===== src/dcache_pkg.sv =====
// data cache shared types: geometry, address split, line frame, requests and controller states
package dcache_pkg;

   localparam int IDX_W           = 3;
   localparam int TAG_W           = 26;
   localparam int SETS            = 8;
   localparam int WAYS            = 2;
   localparam int WORDS_PER_BLOCK = 2;

   typedef logic [31:0] word_t;
   typedef logic [TAG_W-1:0] tag_t;
   typedef logic [IDX_W-1:0] idx_t;
   typedef logic [$clog2(WAYS)-1:0] way_t;
   typedef logic [$clog2(WORDS_PER_BLOCK)-1:0] blkoff_t;

   // word address as the cache sees it
   typedef struct packed {
      tag_t       tag;
      idx_t       idx;
      blkoff_t    blkoff;
      logic [1:0] bytoff;   // always 0 for word accesses
   } dcache_addr_t;

   typedef struct packed {
      logic                             valid;
      logic                             dirty;
      tag_t                             tag;
      word_t [WORDS_PER_BLOCK-1:0]      data;
   } frame_t;

   typedef struct packed {
      logic  ren;
      logic  wen;
      word_t addr;
      word_t wdata;
   } cpu_req_t;

   typedef struct packed {
      logic  ren;
      logic  wen;
      word_t addr;
      word_t wdata;
   } mem_req_t;

   // line write commands from the controller to the frame store
   typedef enum logic [2:0] {NONE, CPU_WRITE, FILL_WORD, FILL_DONE, CLEAN} frame_op_t;

   typedef struct packed {
      frame_op_t op;
      way_t      way;
      idx_t      idx;
      blkoff_t   blkoff;
      word_t     data;
   } frame_cmd_t;

   typedef enum logic [3:0] {
      IDLE, WB0, WB1, FILL0, FILL1, FLUSH_SCAN, FLUSH0, FLUSH1, HALTED
   } dcache_state_t;

endpackage


===== src/dcache_frames.sv =====
// data cache frame store: tag, valid, dirty and data for both ways, with lookup and line writes
`timescale 1ns/1ns

module dcache_frames (
   input  logic                     CLK,
   input  logic                     nRST,
   input  dcache_pkg::dcache_addr_t addr,
   input  dcache_pkg::idx_t         sel_idx,
   input  dcache_pkg::way_t         sel_way,
   input  dcache_pkg::frame_cmd_t   cmd,
   output logic                     hit,
   output dcache_pkg::way_t         hit_way,
   output dcache_pkg::word_t        rdata,
   output dcache_pkg::frame_t       sel_frame
);

   dcache_pkg::frame_t frames [dcache_pkg::WAYS][dcache_pkg::SETS];   // way x set
   logic [dcache_pkg::WAYS-1:0] match;

   // tag compare in both ways at the request index
   always_comb begin
      for (int w = 0; w < dcache_pkg::WAYS; w++) begin
         match[w] = frames[w][addr.idx].valid && (frames[w][addr.idx].tag == addr.tag);
      end
   end

   assign hit       = |match;
   assign hit_way   = dcache_pkg::way_t'(match[1]);   // way 0 unless way 1 matches
   assign rdata     = frames[hit_way][addr.idx].data[addr.blkoff];
   assign sel_frame = frames[sel_way][sel_idx];        // victim or flush line

   // line writes, one per cycle at most
   always_ff @(posedge CLK, negedge nRST) begin
      if (!nRST) begin
         frames <= '{default: '0};
      end else begin
         case (cmd.op)
            dcache_pkg::CPU_WRITE: begin
               frames[cmd.way][cmd.idx].data[cmd.blkoff] <= cmd.data;
               frames[cmd.way][cmd.idx].dirty            <= 1'b1;
            end
            dcache_pkg::FILL_WORD: begin
               frames[cmd.way][cmd.idx].data[cmd.blkoff] <= cmd.data;
            end
            dcache_pkg::FILL_DONE: begin
               // last word of the fill, line becomes valid for the request tag
               frames[cmd.way][cmd.idx].data[cmd.blkoff] <= cmd.data;
               frames[cmd.way][cmd.idx].tag              <= addr.tag;
               frames[cmd.way][cmd.idx].valid            <= 1'b1;
               frames[cmd.way][cmd.idx].dirty            <= 1'b0;
            end
            dcache_pkg::CLEAN: begin
               frames[cmd.way][cmd.idx].dirty <= 1'b0;   // memory copy now current
            end
            default: begin
            end
         endcase
      end
   end

   // a fill never installs a block that is already present in the other way
   a_one_way_hit: assert property (@(posedge CLK) disable iff (!nRST)
      $onehot0(match));

endmodule


===== src/dcache_lru.sv =====
// data cache use bits: one bit per set naming the next victim way
`timescale 1ns/1ns

module dcache_lru (
   input  logic              CLK,
   input  logic              nRST,
   input  dcache_pkg::idx_t  idx,
   input  logic              touch,
   input  dcache_pkg::way_t  touch_way,
   output dcache_pkg::way_t  victim
);

   logic [dcache_pkg::SETS-1:0] use_q;   // 0 evicts way 0, 1 evicts way 1

   // the way not touched last goes next
   always_ff @(posedge CLK, negedge nRST) begin
      if (!nRST) begin
         use_q <= '0;
      end else if (touch) begin
         use_q[idx] <= ~touch_way;
      end
   end

   assign victim = dcache_pkg::way_t'(use_q[idx]);

endmodule


===== src/dcache_ctrl.sv =====
// data cache controller FSM: hits, dirty victim write-back, line fill and halt flush
`timescale 1ns/1ns

module dcache_ctrl (
   input  logic                   CLK,
   input  logic                   nRST,
   input  dcache_pkg::cpu_req_t   cpu,
   input  logic                   halt,
   input  logic                   hit,
   input  dcache_pkg::way_t       hit_way,
   input  dcache_pkg::word_t      rdata,
   input  dcache_pkg::frame_t     sel_frame,
   input  dcache_pkg::way_t       victim,
   input  logic                   dwait,
   input  dcache_pkg::word_t      dload,
   output logic                   dhit,
   output dcache_pkg::word_t      dmemload,
   output logic                   flushed,
   output dcache_pkg::mem_req_t   mem,
   output dcache_pkg::frame_cmd_t cmd,
   output dcache_pkg::idx_t       sel_idx,
   output dcache_pkg::way_t       sel_way,
   output logic                   touch,
   output dcache_pkg::way_t       touch_way
);

   dcache_pkg::dcache_state_t state_q, state_d;
   dcache_pkg::idx_t          flush_idx_q, flush_idx_d;
   dcache_pkg::way_t          flush_way_q, flush_way_d;
   dcache_pkg::way_t          vict_q, vict_d;       // victim way latched at the miss
   dcache_pkg::dcache_addr_t  req_addr;
   logic                      flushing, flush_last, advance;

   // tag, set, word number packed into a word address
   function automatic dcache_pkg::word_t blk_addr(input dcache_pkg::tag_t tag,
                                                  input dcache_pkg::idx_t idx,
                                                  input dcache_pkg::blkoff_t word);
      dcache_pkg::dcache_addr_t a;
      a.tag    = tag;
      a.idx    = idx;
      a.blkoff = word;
      a.bytoff = 2'b00;
      return a;
   endfunction

   assign req_addr   = cpu.addr;
   assign dmemload   = rdata;
   assign flushing   = state_q inside {dcache_pkg::FLUSH_SCAN, dcache_pkg::FLUSH0,
                                       dcache_pkg::FLUSH1};
   assign flush_last = (flush_idx_q == dcache_pkg::idx_t'(dcache_pkg::SETS - 1)) &&
                       (flush_way_q == dcache_pkg::way_t'(dcache_pkg::WAYS - 1));
   assign sel_idx    = flushing ? flush_idx_q : req_addr.idx;
   // in IDLE the frame store shows the current victim so the miss can pick its path
   assign sel_way    = flushing ? flush_way_q :
                       (state_q == dcache_pkg::IDLE) ? victim : vict_q;

   always_ff @(posedge CLK, negedge nRST) begin
      if (!nRST) begin
         state_q     <= dcache_pkg::IDLE;
         flush_idx_q <= '0;
         flush_way_q <= '0;
         vict_q      <= '0;
      end else begin
         state_q     <= state_d;
         flush_idx_q <= flush_idx_d;
         flush_way_q <= flush_way_d;
         vict_q      <= vict_d;
      end
   end

   always_comb begin
      state_d     = state_q;
      flush_idx_d = flush_idx_q;
      flush_way_d = flush_way_q;
      vict_d      = vict_q;
      advance     = 1'b0;
      dhit        = 1'b0;
      flushed     = 1'b0;
      mem         = '0;
      cmd         = '0;
      cmd.idx     = req_addr.idx;
      cmd.way     = vict_q;
      touch       = 1'b0;
      touch_way   = hit_way;
      case (state_q)
         dcache_pkg::IDLE: begin
            if (halt) begin
               flush_idx_d = '0;
               flush_way_d = '0;
               state_d     = dcache_pkg::FLUSH_SCAN;
            end else if ((cpu.ren || cpu.wen) && hit) begin
               dhit  = 1'b1;
               touch = 1'b1;
               if (cpu.wen) begin
                  cmd.op     = dcache_pkg::CPU_WRITE;
                  cmd.way    = hit_way;
                  cmd.blkoff = req_addr.blkoff;
                  cmd.data   = cpu.wdata;
               end
            end else if (cpu.ren || cpu.wen) begin
               vict_d  = victim;
               state_d = (sel_frame.valid && sel_frame.dirty) ? dcache_pkg::WB0 :
                                                                dcache_pkg::FILL0;
            end
         end
         dcache_pkg::WB0, dcache_pkg::WB1: begin
            mem.wen   = 1'b1;
            mem.addr  = blk_addr(sel_frame.tag, req_addr.idx, state_q == dcache_pkg::WB1);
            mem.wdata = sel_frame.data[state_q == dcache_pkg::WB1];
            if (!dwait) begin
               state_d = (state_q == dcache_pkg::WB0) ? dcache_pkg::WB1 : dcache_pkg::FILL0;
               if (state_q == dcache_pkg::WB1) begin
                  cmd.op = dcache_pkg::CLEAN;
               end
            end
         end
         dcache_pkg::FILL0, dcache_pkg::FILL1: begin
            mem.ren    = 1'b1;
            mem.addr   = blk_addr(req_addr.tag, req_addr.idx, state_q == dcache_pkg::FILL1);
            cmd.blkoff = state_q == dcache_pkg::FILL1;
            cmd.data   = dload;
            if (!dwait && (state_q == dcache_pkg::FILL0)) begin
               cmd.op  = dcache_pkg::FILL_WORD;
               state_d = dcache_pkg::FILL1;
            end else if (!dwait) begin
               cmd.op    = dcache_pkg::FILL_DONE;
               touch     = 1'b1;
               touch_way = vict_q;
               state_d   = dcache_pkg::IDLE;   // request hits on the next cycle
            end
         end
         dcache_pkg::FLUSH_SCAN: begin
            if (sel_frame.valid && sel_frame.dirty) begin
               state_d = dcache_pkg::FLUSH0;
            end else begin
               advance = 1'b1;
            end
         end
         dcache_pkg::FLUSH0, dcache_pkg::FLUSH1: begin
            mem.wen   = 1'b1;
            mem.addr  = blk_addr(sel_frame.tag, flush_idx_q, state_q == dcache_pkg::FLUSH1);
            mem.wdata = sel_frame.data[state_q == dcache_pkg::FLUSH1];
            if (!dwait && (state_q == dcache_pkg::FLUSH0)) begin
               state_d = dcache_pkg::FLUSH1;
            end else if (!dwait) begin
               cmd.op  = dcache_pkg::CLEAN;
               cmd.idx = flush_idx_q;
               cmd.way = flush_way_q;
               advance = 1'b1;
            end
         end
         dcache_pkg::HALTED: begin
            flushed = 1'b1;   // stays until reset
         end
         default: begin
            state_d = dcache_pkg::IDLE;
         end
      endcase
      // next line of the flush walk, way 0 sets 0..7 then way 1
      if (advance) begin
         if (flush_last) begin
            state_d = dcache_pkg::HALTED;
         end else begin
            flush_idx_d = dcache_pkg::idx_t'(flush_idx_q + 1'b1);
            if (flush_idx_q == dcache_pkg::idx_t'(dcache_pkg::SETS - 1)) begin
               flush_way_d = dcache_pkg::way_t'(flush_way_q + 1'b1);
            end
            state_d = dcache_pkg::FLUSH_SCAN;
         end
      end
   end

   a_mem_one_dir: assert property (@(posedge CLK) disable iff (!nRST)
      !(mem.ren && mem.wen));

   // once halted the cache stays flushed and quiet on the memory side
   a_halted_quiet: assert property (@(posedge CLK) disable iff (!nRST)
      (state_q == dcache_pkg::HALTED) |=>
         (state_q == dcache_pkg::HALTED) && flushed && !mem.ren && !mem.wen);

endmodule


===== src/dcache.sv =====
// two-way write-back data cache top: controller, frame store and use bits
`timescale 1ns/1ns

module dcache (
   input  logic                 CLK,
   input  logic                 nRST,
   input  dcache_pkg::cpu_req_t cpu,
   input  logic                 halt,
   output logic                 dhit,
   output dcache_pkg::word_t    dmemload,
   output logic                 flushed,
   output dcache_pkg::mem_req_t mem,
   input  logic                 dwait,
   input  dcache_pkg::word_t    dload
);

   dcache_pkg::dcache_addr_t cpu_addr;   // request address split into fields
   dcache_pkg::frame_cmd_t   cmd;
   dcache_pkg::frame_t       sel_frame;
   dcache_pkg::idx_t         sel_idx;
   dcache_pkg::way_t         sel_way, hit_way, victim, touch_way;
   dcache_pkg::word_t        rdata;
   logic                     hit, touch;

   assign cpu_addr = cpu.addr;

   dcache_ctrl i_ctrl (
      .CLK       (CLK),
      .nRST      (nRST),
      .cpu       (cpu),
      .halt      (halt),
      .hit       (hit),
      .hit_way   (hit_way),
      .rdata     (rdata),
      .sel_frame (sel_frame),
      .victim    (victim),
      .dwait     (dwait),
      .dload     (dload),
      .dhit      (dhit),
      .dmemload  (dmemload),
      .flushed   (flushed),
      .mem       (mem),
      .cmd       (cmd),
      .sel_idx   (sel_idx),
      .sel_way   (sel_way),
      .touch     (touch),
      .touch_way (touch_way)
   );

   dcache_frames i_frames (
      .CLK       (CLK),
      .nRST      (nRST),
      .addr      (cpu_addr),
      .sel_idx   (sel_idx),
      .sel_way   (sel_way),
      .cmd       (cmd),
      .hit       (hit),
      .hit_way   (hit_way),
      .rdata     (rdata),
      .sel_frame (sel_frame)
   );

   dcache_lru i_lru (
      .CLK       (CLK),
      .nRST      (nRST),
      .idx       (cpu_addr.idx),
      .touch     (touch),
      .touch_way (touch_way),
      .victim    (victim)
   );

endmodule


===== config.mk =====
export PLATFORM = sky130hd
export DESIGN_NAME = dcache
export DESIGN_NICKNAME = d
export VERILOG_FILES = /design/src/dcache_pkg.sv /design/src/dcache_frames.sv /design/src/dcache_lru.sv /design/src/dcache_ctrl.sv /design/src/dcache.sv
export SDC_FILE = /design/constraint.sdc
export NUM_CORES = 2
export LEC_CHECK = 0
export ABC_CLOCK_PERIOD_IN_PS = 4800
export BUFFER_PORTS_ARGS = -buffer_cell sky130_fd_sc_hd__buf_4
export CORE_MARGIN = 3
export CORE_UTILIZATION = 45
export DETAILED_ROUTE_END_ITERATION = 16
export GPL_ROUTABILITY_DRIVEN = 0
export SLEW_MARGIN = 20
export SYNTH_ARGS = -nofsm -noshare
export SYNTH_HDL_FRONTEND = slang
export SYNTH_SLANG_ARGS = --single-unit

===== constraint.sdc =====
create_clock -name CLK -period 4.8 [get_ports CLK]
set_clock_uncertainty 0.15 [all_clocks]
set_input_delay 0.48 -clock CLK [delete_from_list [all_inputs] [get_ports CLK]]
set_output_delay 0.48 -clock CLK [all_outputs]
set_load 0.03 [all_outputs]

==> results.md <==
Run status:
- The run finished, with violations left.
- The final reports fail on negative setup slack.

Logic synthesis:
- The synthesized design contains 0 enable-type register cells.
- Among all cell types in the netlist, the one instantiated most often is nand2_1.
- Ranked by total cell area, the synthesized netlist is headed by dfrtp_1, a22o_1, nand2_1.
- After synthesis, flip-flops and latches occupy 46.0% of the total area.
- The dominant synthesized flop cell is dfrtp_1.
- The count of unique library cells instantiated by Yosys is 86.
- The synthesized instance count is 7,697.
- The async set-or-reset flop fraction in the synthesized netlist is 100%.
- The number of register bits inferred by synthesis is 1,489.
- Counting instances in the post-synthesis netlist gives the leading cell types as nand2_1, dfrtp_1, a22o_1.
- A synthesized cell averages 10.5 um^2.
- The synthesized design spends more area on one cell type than any other, namely dfrtp_1.
- In this run the biggest area consumer among cell types represents 46.0% of the synthesized area.
- Summing every instance area after synthesis gives 81,000 um^2.
- For this run, the number of Yosys warnings is 0.

Routing:
- Wire segments on met2 add up to 155 mm in the final route.
- The remaining antenna violation count is 0.
- After detailed routing, the wire length on met1 is 131 mm.
- The routed wire length is 370 mm.
- The iteration-0 DRC count of the detailed router is 10,400.
- The routed design uses 47.9 mm of met3 wire.
- The detailed router placed 75,000 vias in this run.
- After detailed routing, the number of remaining DRC violations is 0.
- The routed wirelength normalized by instance count is 34.7 um.
- The highest metal layer carrying signal wires in the routed design is met5.
- The first detailed-routing pass ran for 9 iterations.
- The mean number of vias per cell is 7.04.

Die:
- The overall die area is 185,000 um^2.
- The die is 430 um tall.
- The number of cell rows is 155.
- The die outline width is 430 um.
- The core box area is 179,000 um^2.
- The I/O pin count is 202.
- For this configuration, the core starts out at a cell density of 45.3%.

Timing:
- Setup repair after global routing could not meet its margin everywhere.
- The count of pins over their slew limit was 0.
- The count of endpoints failing setup in the final report is 34.
- The number of hold violations in the final report was 0.
- The post-layout worst setup margin is -0.877 ns.
- Hold is met by 0.0352 ns.
- The headroom to the max-slew limit is 20.5%.
- The transition time at the pin with the least slew margin is 1.19 ns.
- For this run, the top clock speed supported by timing is 176 MHz.
- Adding up every negative setup slack in the final design gives -22.13 ns.
- The final critical path time including I/O delays and setup is 5.68 ns.
- The final cycle utilization of the critical path is 118%.

Global routing:
- Summed over all layers, the global routing overflow is 0.
- The number of global-route vias before repair came to 73,100.
- The global routing usage summed across all routing layers is 38.8%.
- The first-pass GRT wire length is 527 mm.
- The number of antenna violations at the first check in global routing came to 8.
- Entering global routing, the biggest net connects 144 pins.

Final layout:
- The post-layout instance count excluding filler cells is 10,700.
- After the last flow step, the layout net total stands at 8,271.
- The final core area utilization is 56.8%.
- The finished cells cover 101,000 um^2.
- The area growth from synthesis to layout is 25.3%.
- Of the cells placed in the final design, the portion with a size suffix greater than 1 is 29.4%.

Setup path:
- Across all register-to-register paths, the minimum setup slack is 0.20 ns.
- STA classifies the critical path startpoint as a flip-flop.
- The largest fanout on the critical path is 6.
- For the worst setup path, the data arrival time is 5.05 ns.
- On the worst path, the slowest cell contributes a delay of 0.47 ns.
- The signal on the critical path passes through mux4_2, mux2i_1, buf_4, o21bai_4, a2111oi_4, and4b_1, nand4_1, or2_4, buf_16, buf_16, buf_12, buf_12, mux4_2, a22o_1, nor4_2, buf_4, a21oi_2, buf_6.
- The critical setup path kind is flip-flop to output port.
- STA puts the critical path data required time at 4.17 ns.
- The endpoint class of the critical path is an output port.
- Among all stages on the critical path, the largest delay is contributed by mux4_2.

Clock network:
- Clock tree synthesis found a total of 1,489 sinks.
- The total number of H-tree levels is 4.
- The clock buffer count from CTS is 169.
- Clock latency on the worst-skew pair, taken at its later pin, is 0.86 ns.
- After clock tree synthesis, the clock-pin slew on the worst setup and hold paths is 0.06 ns.
- The clock tree root buffer cell is clkbuf_16.
- The clock passes through at most 3 buffers.
- The CTS tree is done.

Power:
- The largest vdd supply drop is 0.000476 V.
- The power density over the cells is 593 nW/um^2.
- The total chip power is 60.2 mW.
- The leakage power is 44.4 nW.

Placed design:
- The post-placement cell area is 91,500 um^2.
- The pre-CTS setup slack is -0.989 ns.
- Including well taps, the total number of placed cells is 10,200.
- The number of port buffers is 197.
- Detailed placement finished with a half-perimeter wire length of 229 mm.

Hold path:
- The class of the tightest hold or removal check is primary input to flip-flop.

Run:
- The max-capacitance violation count is 0.
[logic make-up (layout without fill, tap and decap cells)]
logic type                 count (synthesis)  count (layout)  synth area share (%)
DFF                                     1489            1489                  46.0
buffers and inverters                    882            1486                  4.79
muxes                                    819             819                  14.8
and+or+nand+nor                         2424            2424                  13.3
xor gates and xnor gates                  52              52                 0.562
AOI/OAI and AO/OA                       2028            2028                  20.5
adders and majority gates                  2               2                0.0309
other                                      1               7               0.00463
[placed cells by master, fill, tap and decap left out, drive strengths merged, types with 145 or more instances in the layout]
cell type	instances
nand2	1609
dfrtp	1489
buf	1119
a22o	1073
nand3	388
mux2	374
a311oi	336
mux4	266
clkbuf	249
and3	201
mux2i	179
a21oi	145
[worst paths after layout]
path,start,to,cells past startpoint
min in group asynchronous,nRST,i_frames.frames[1144],2
max,i_frames.frames[249],dmemload[10],18
min reg2reg,i_frames.frames[166],i_frames.frames[166],2
max in group asynchronous,nRST,i_frames.frames[74],3
max reg2reg,i_frames.frames[249],i_frames.frames[99],16
min,cpu[56],i_frames.frames[1186],3
[critical path, delay by kind of cell (launching register included)]
kind	cells	cell delay, ns
AO/OA/AOI/OAI	4	0.65
flip-flops	1	0.38
buffers and inverters	7	1.09
AND/OR/NAND/NOR	4	1.03
multiplexers	3	1.02
[registers in the layout, summed over array words and instances, names as in the netlist]
name	count
i_ctrl.flush_idx_q	3
i_lru.use_q	8
i_ctrl.flush_way_q	1
i_ctrl.vict_q	1
i_frames.frames	1472
i_ctrl.state_q	4
[cell type report]
type	instances	area, um^2
clock buffer	238	4900
clock inverter	68	823
multi-input combinational	5327	42100
tap	2355	2950
antenna	5	12.5
timing repair buffer	1168	13300
inverter	12	48.8
fill	14800	77100
sequential	1489	37300
[per-layer routing]
metal | track usage [%] | vias to the layer above
li1 | - | 30000
met1 | 48.9 | 37500
met2 | 55.5 | 5969
met3 | 12.0 | 1590
met4 | 30.3 | 2
met5 | 0 | -
[where the power goes]
group          internal, mW  total, mW  switching, mW
registers              14.6       16.3           1.77
clock network          7.93       13.6           5.68
logic                  11.4       30.3           18.9
[what timing repair did]
item,4_1_cts,5_1_grt
gates resized for setup,324,164
setup buffers,78,43
hold buffers,34,0
endpoints found under the setup margin,91,90
gates cloned,14,11
pin swaps,76,102
hold endpoints to repair,424,0
No activity file was read; power rests on OpenSTA's default activity.
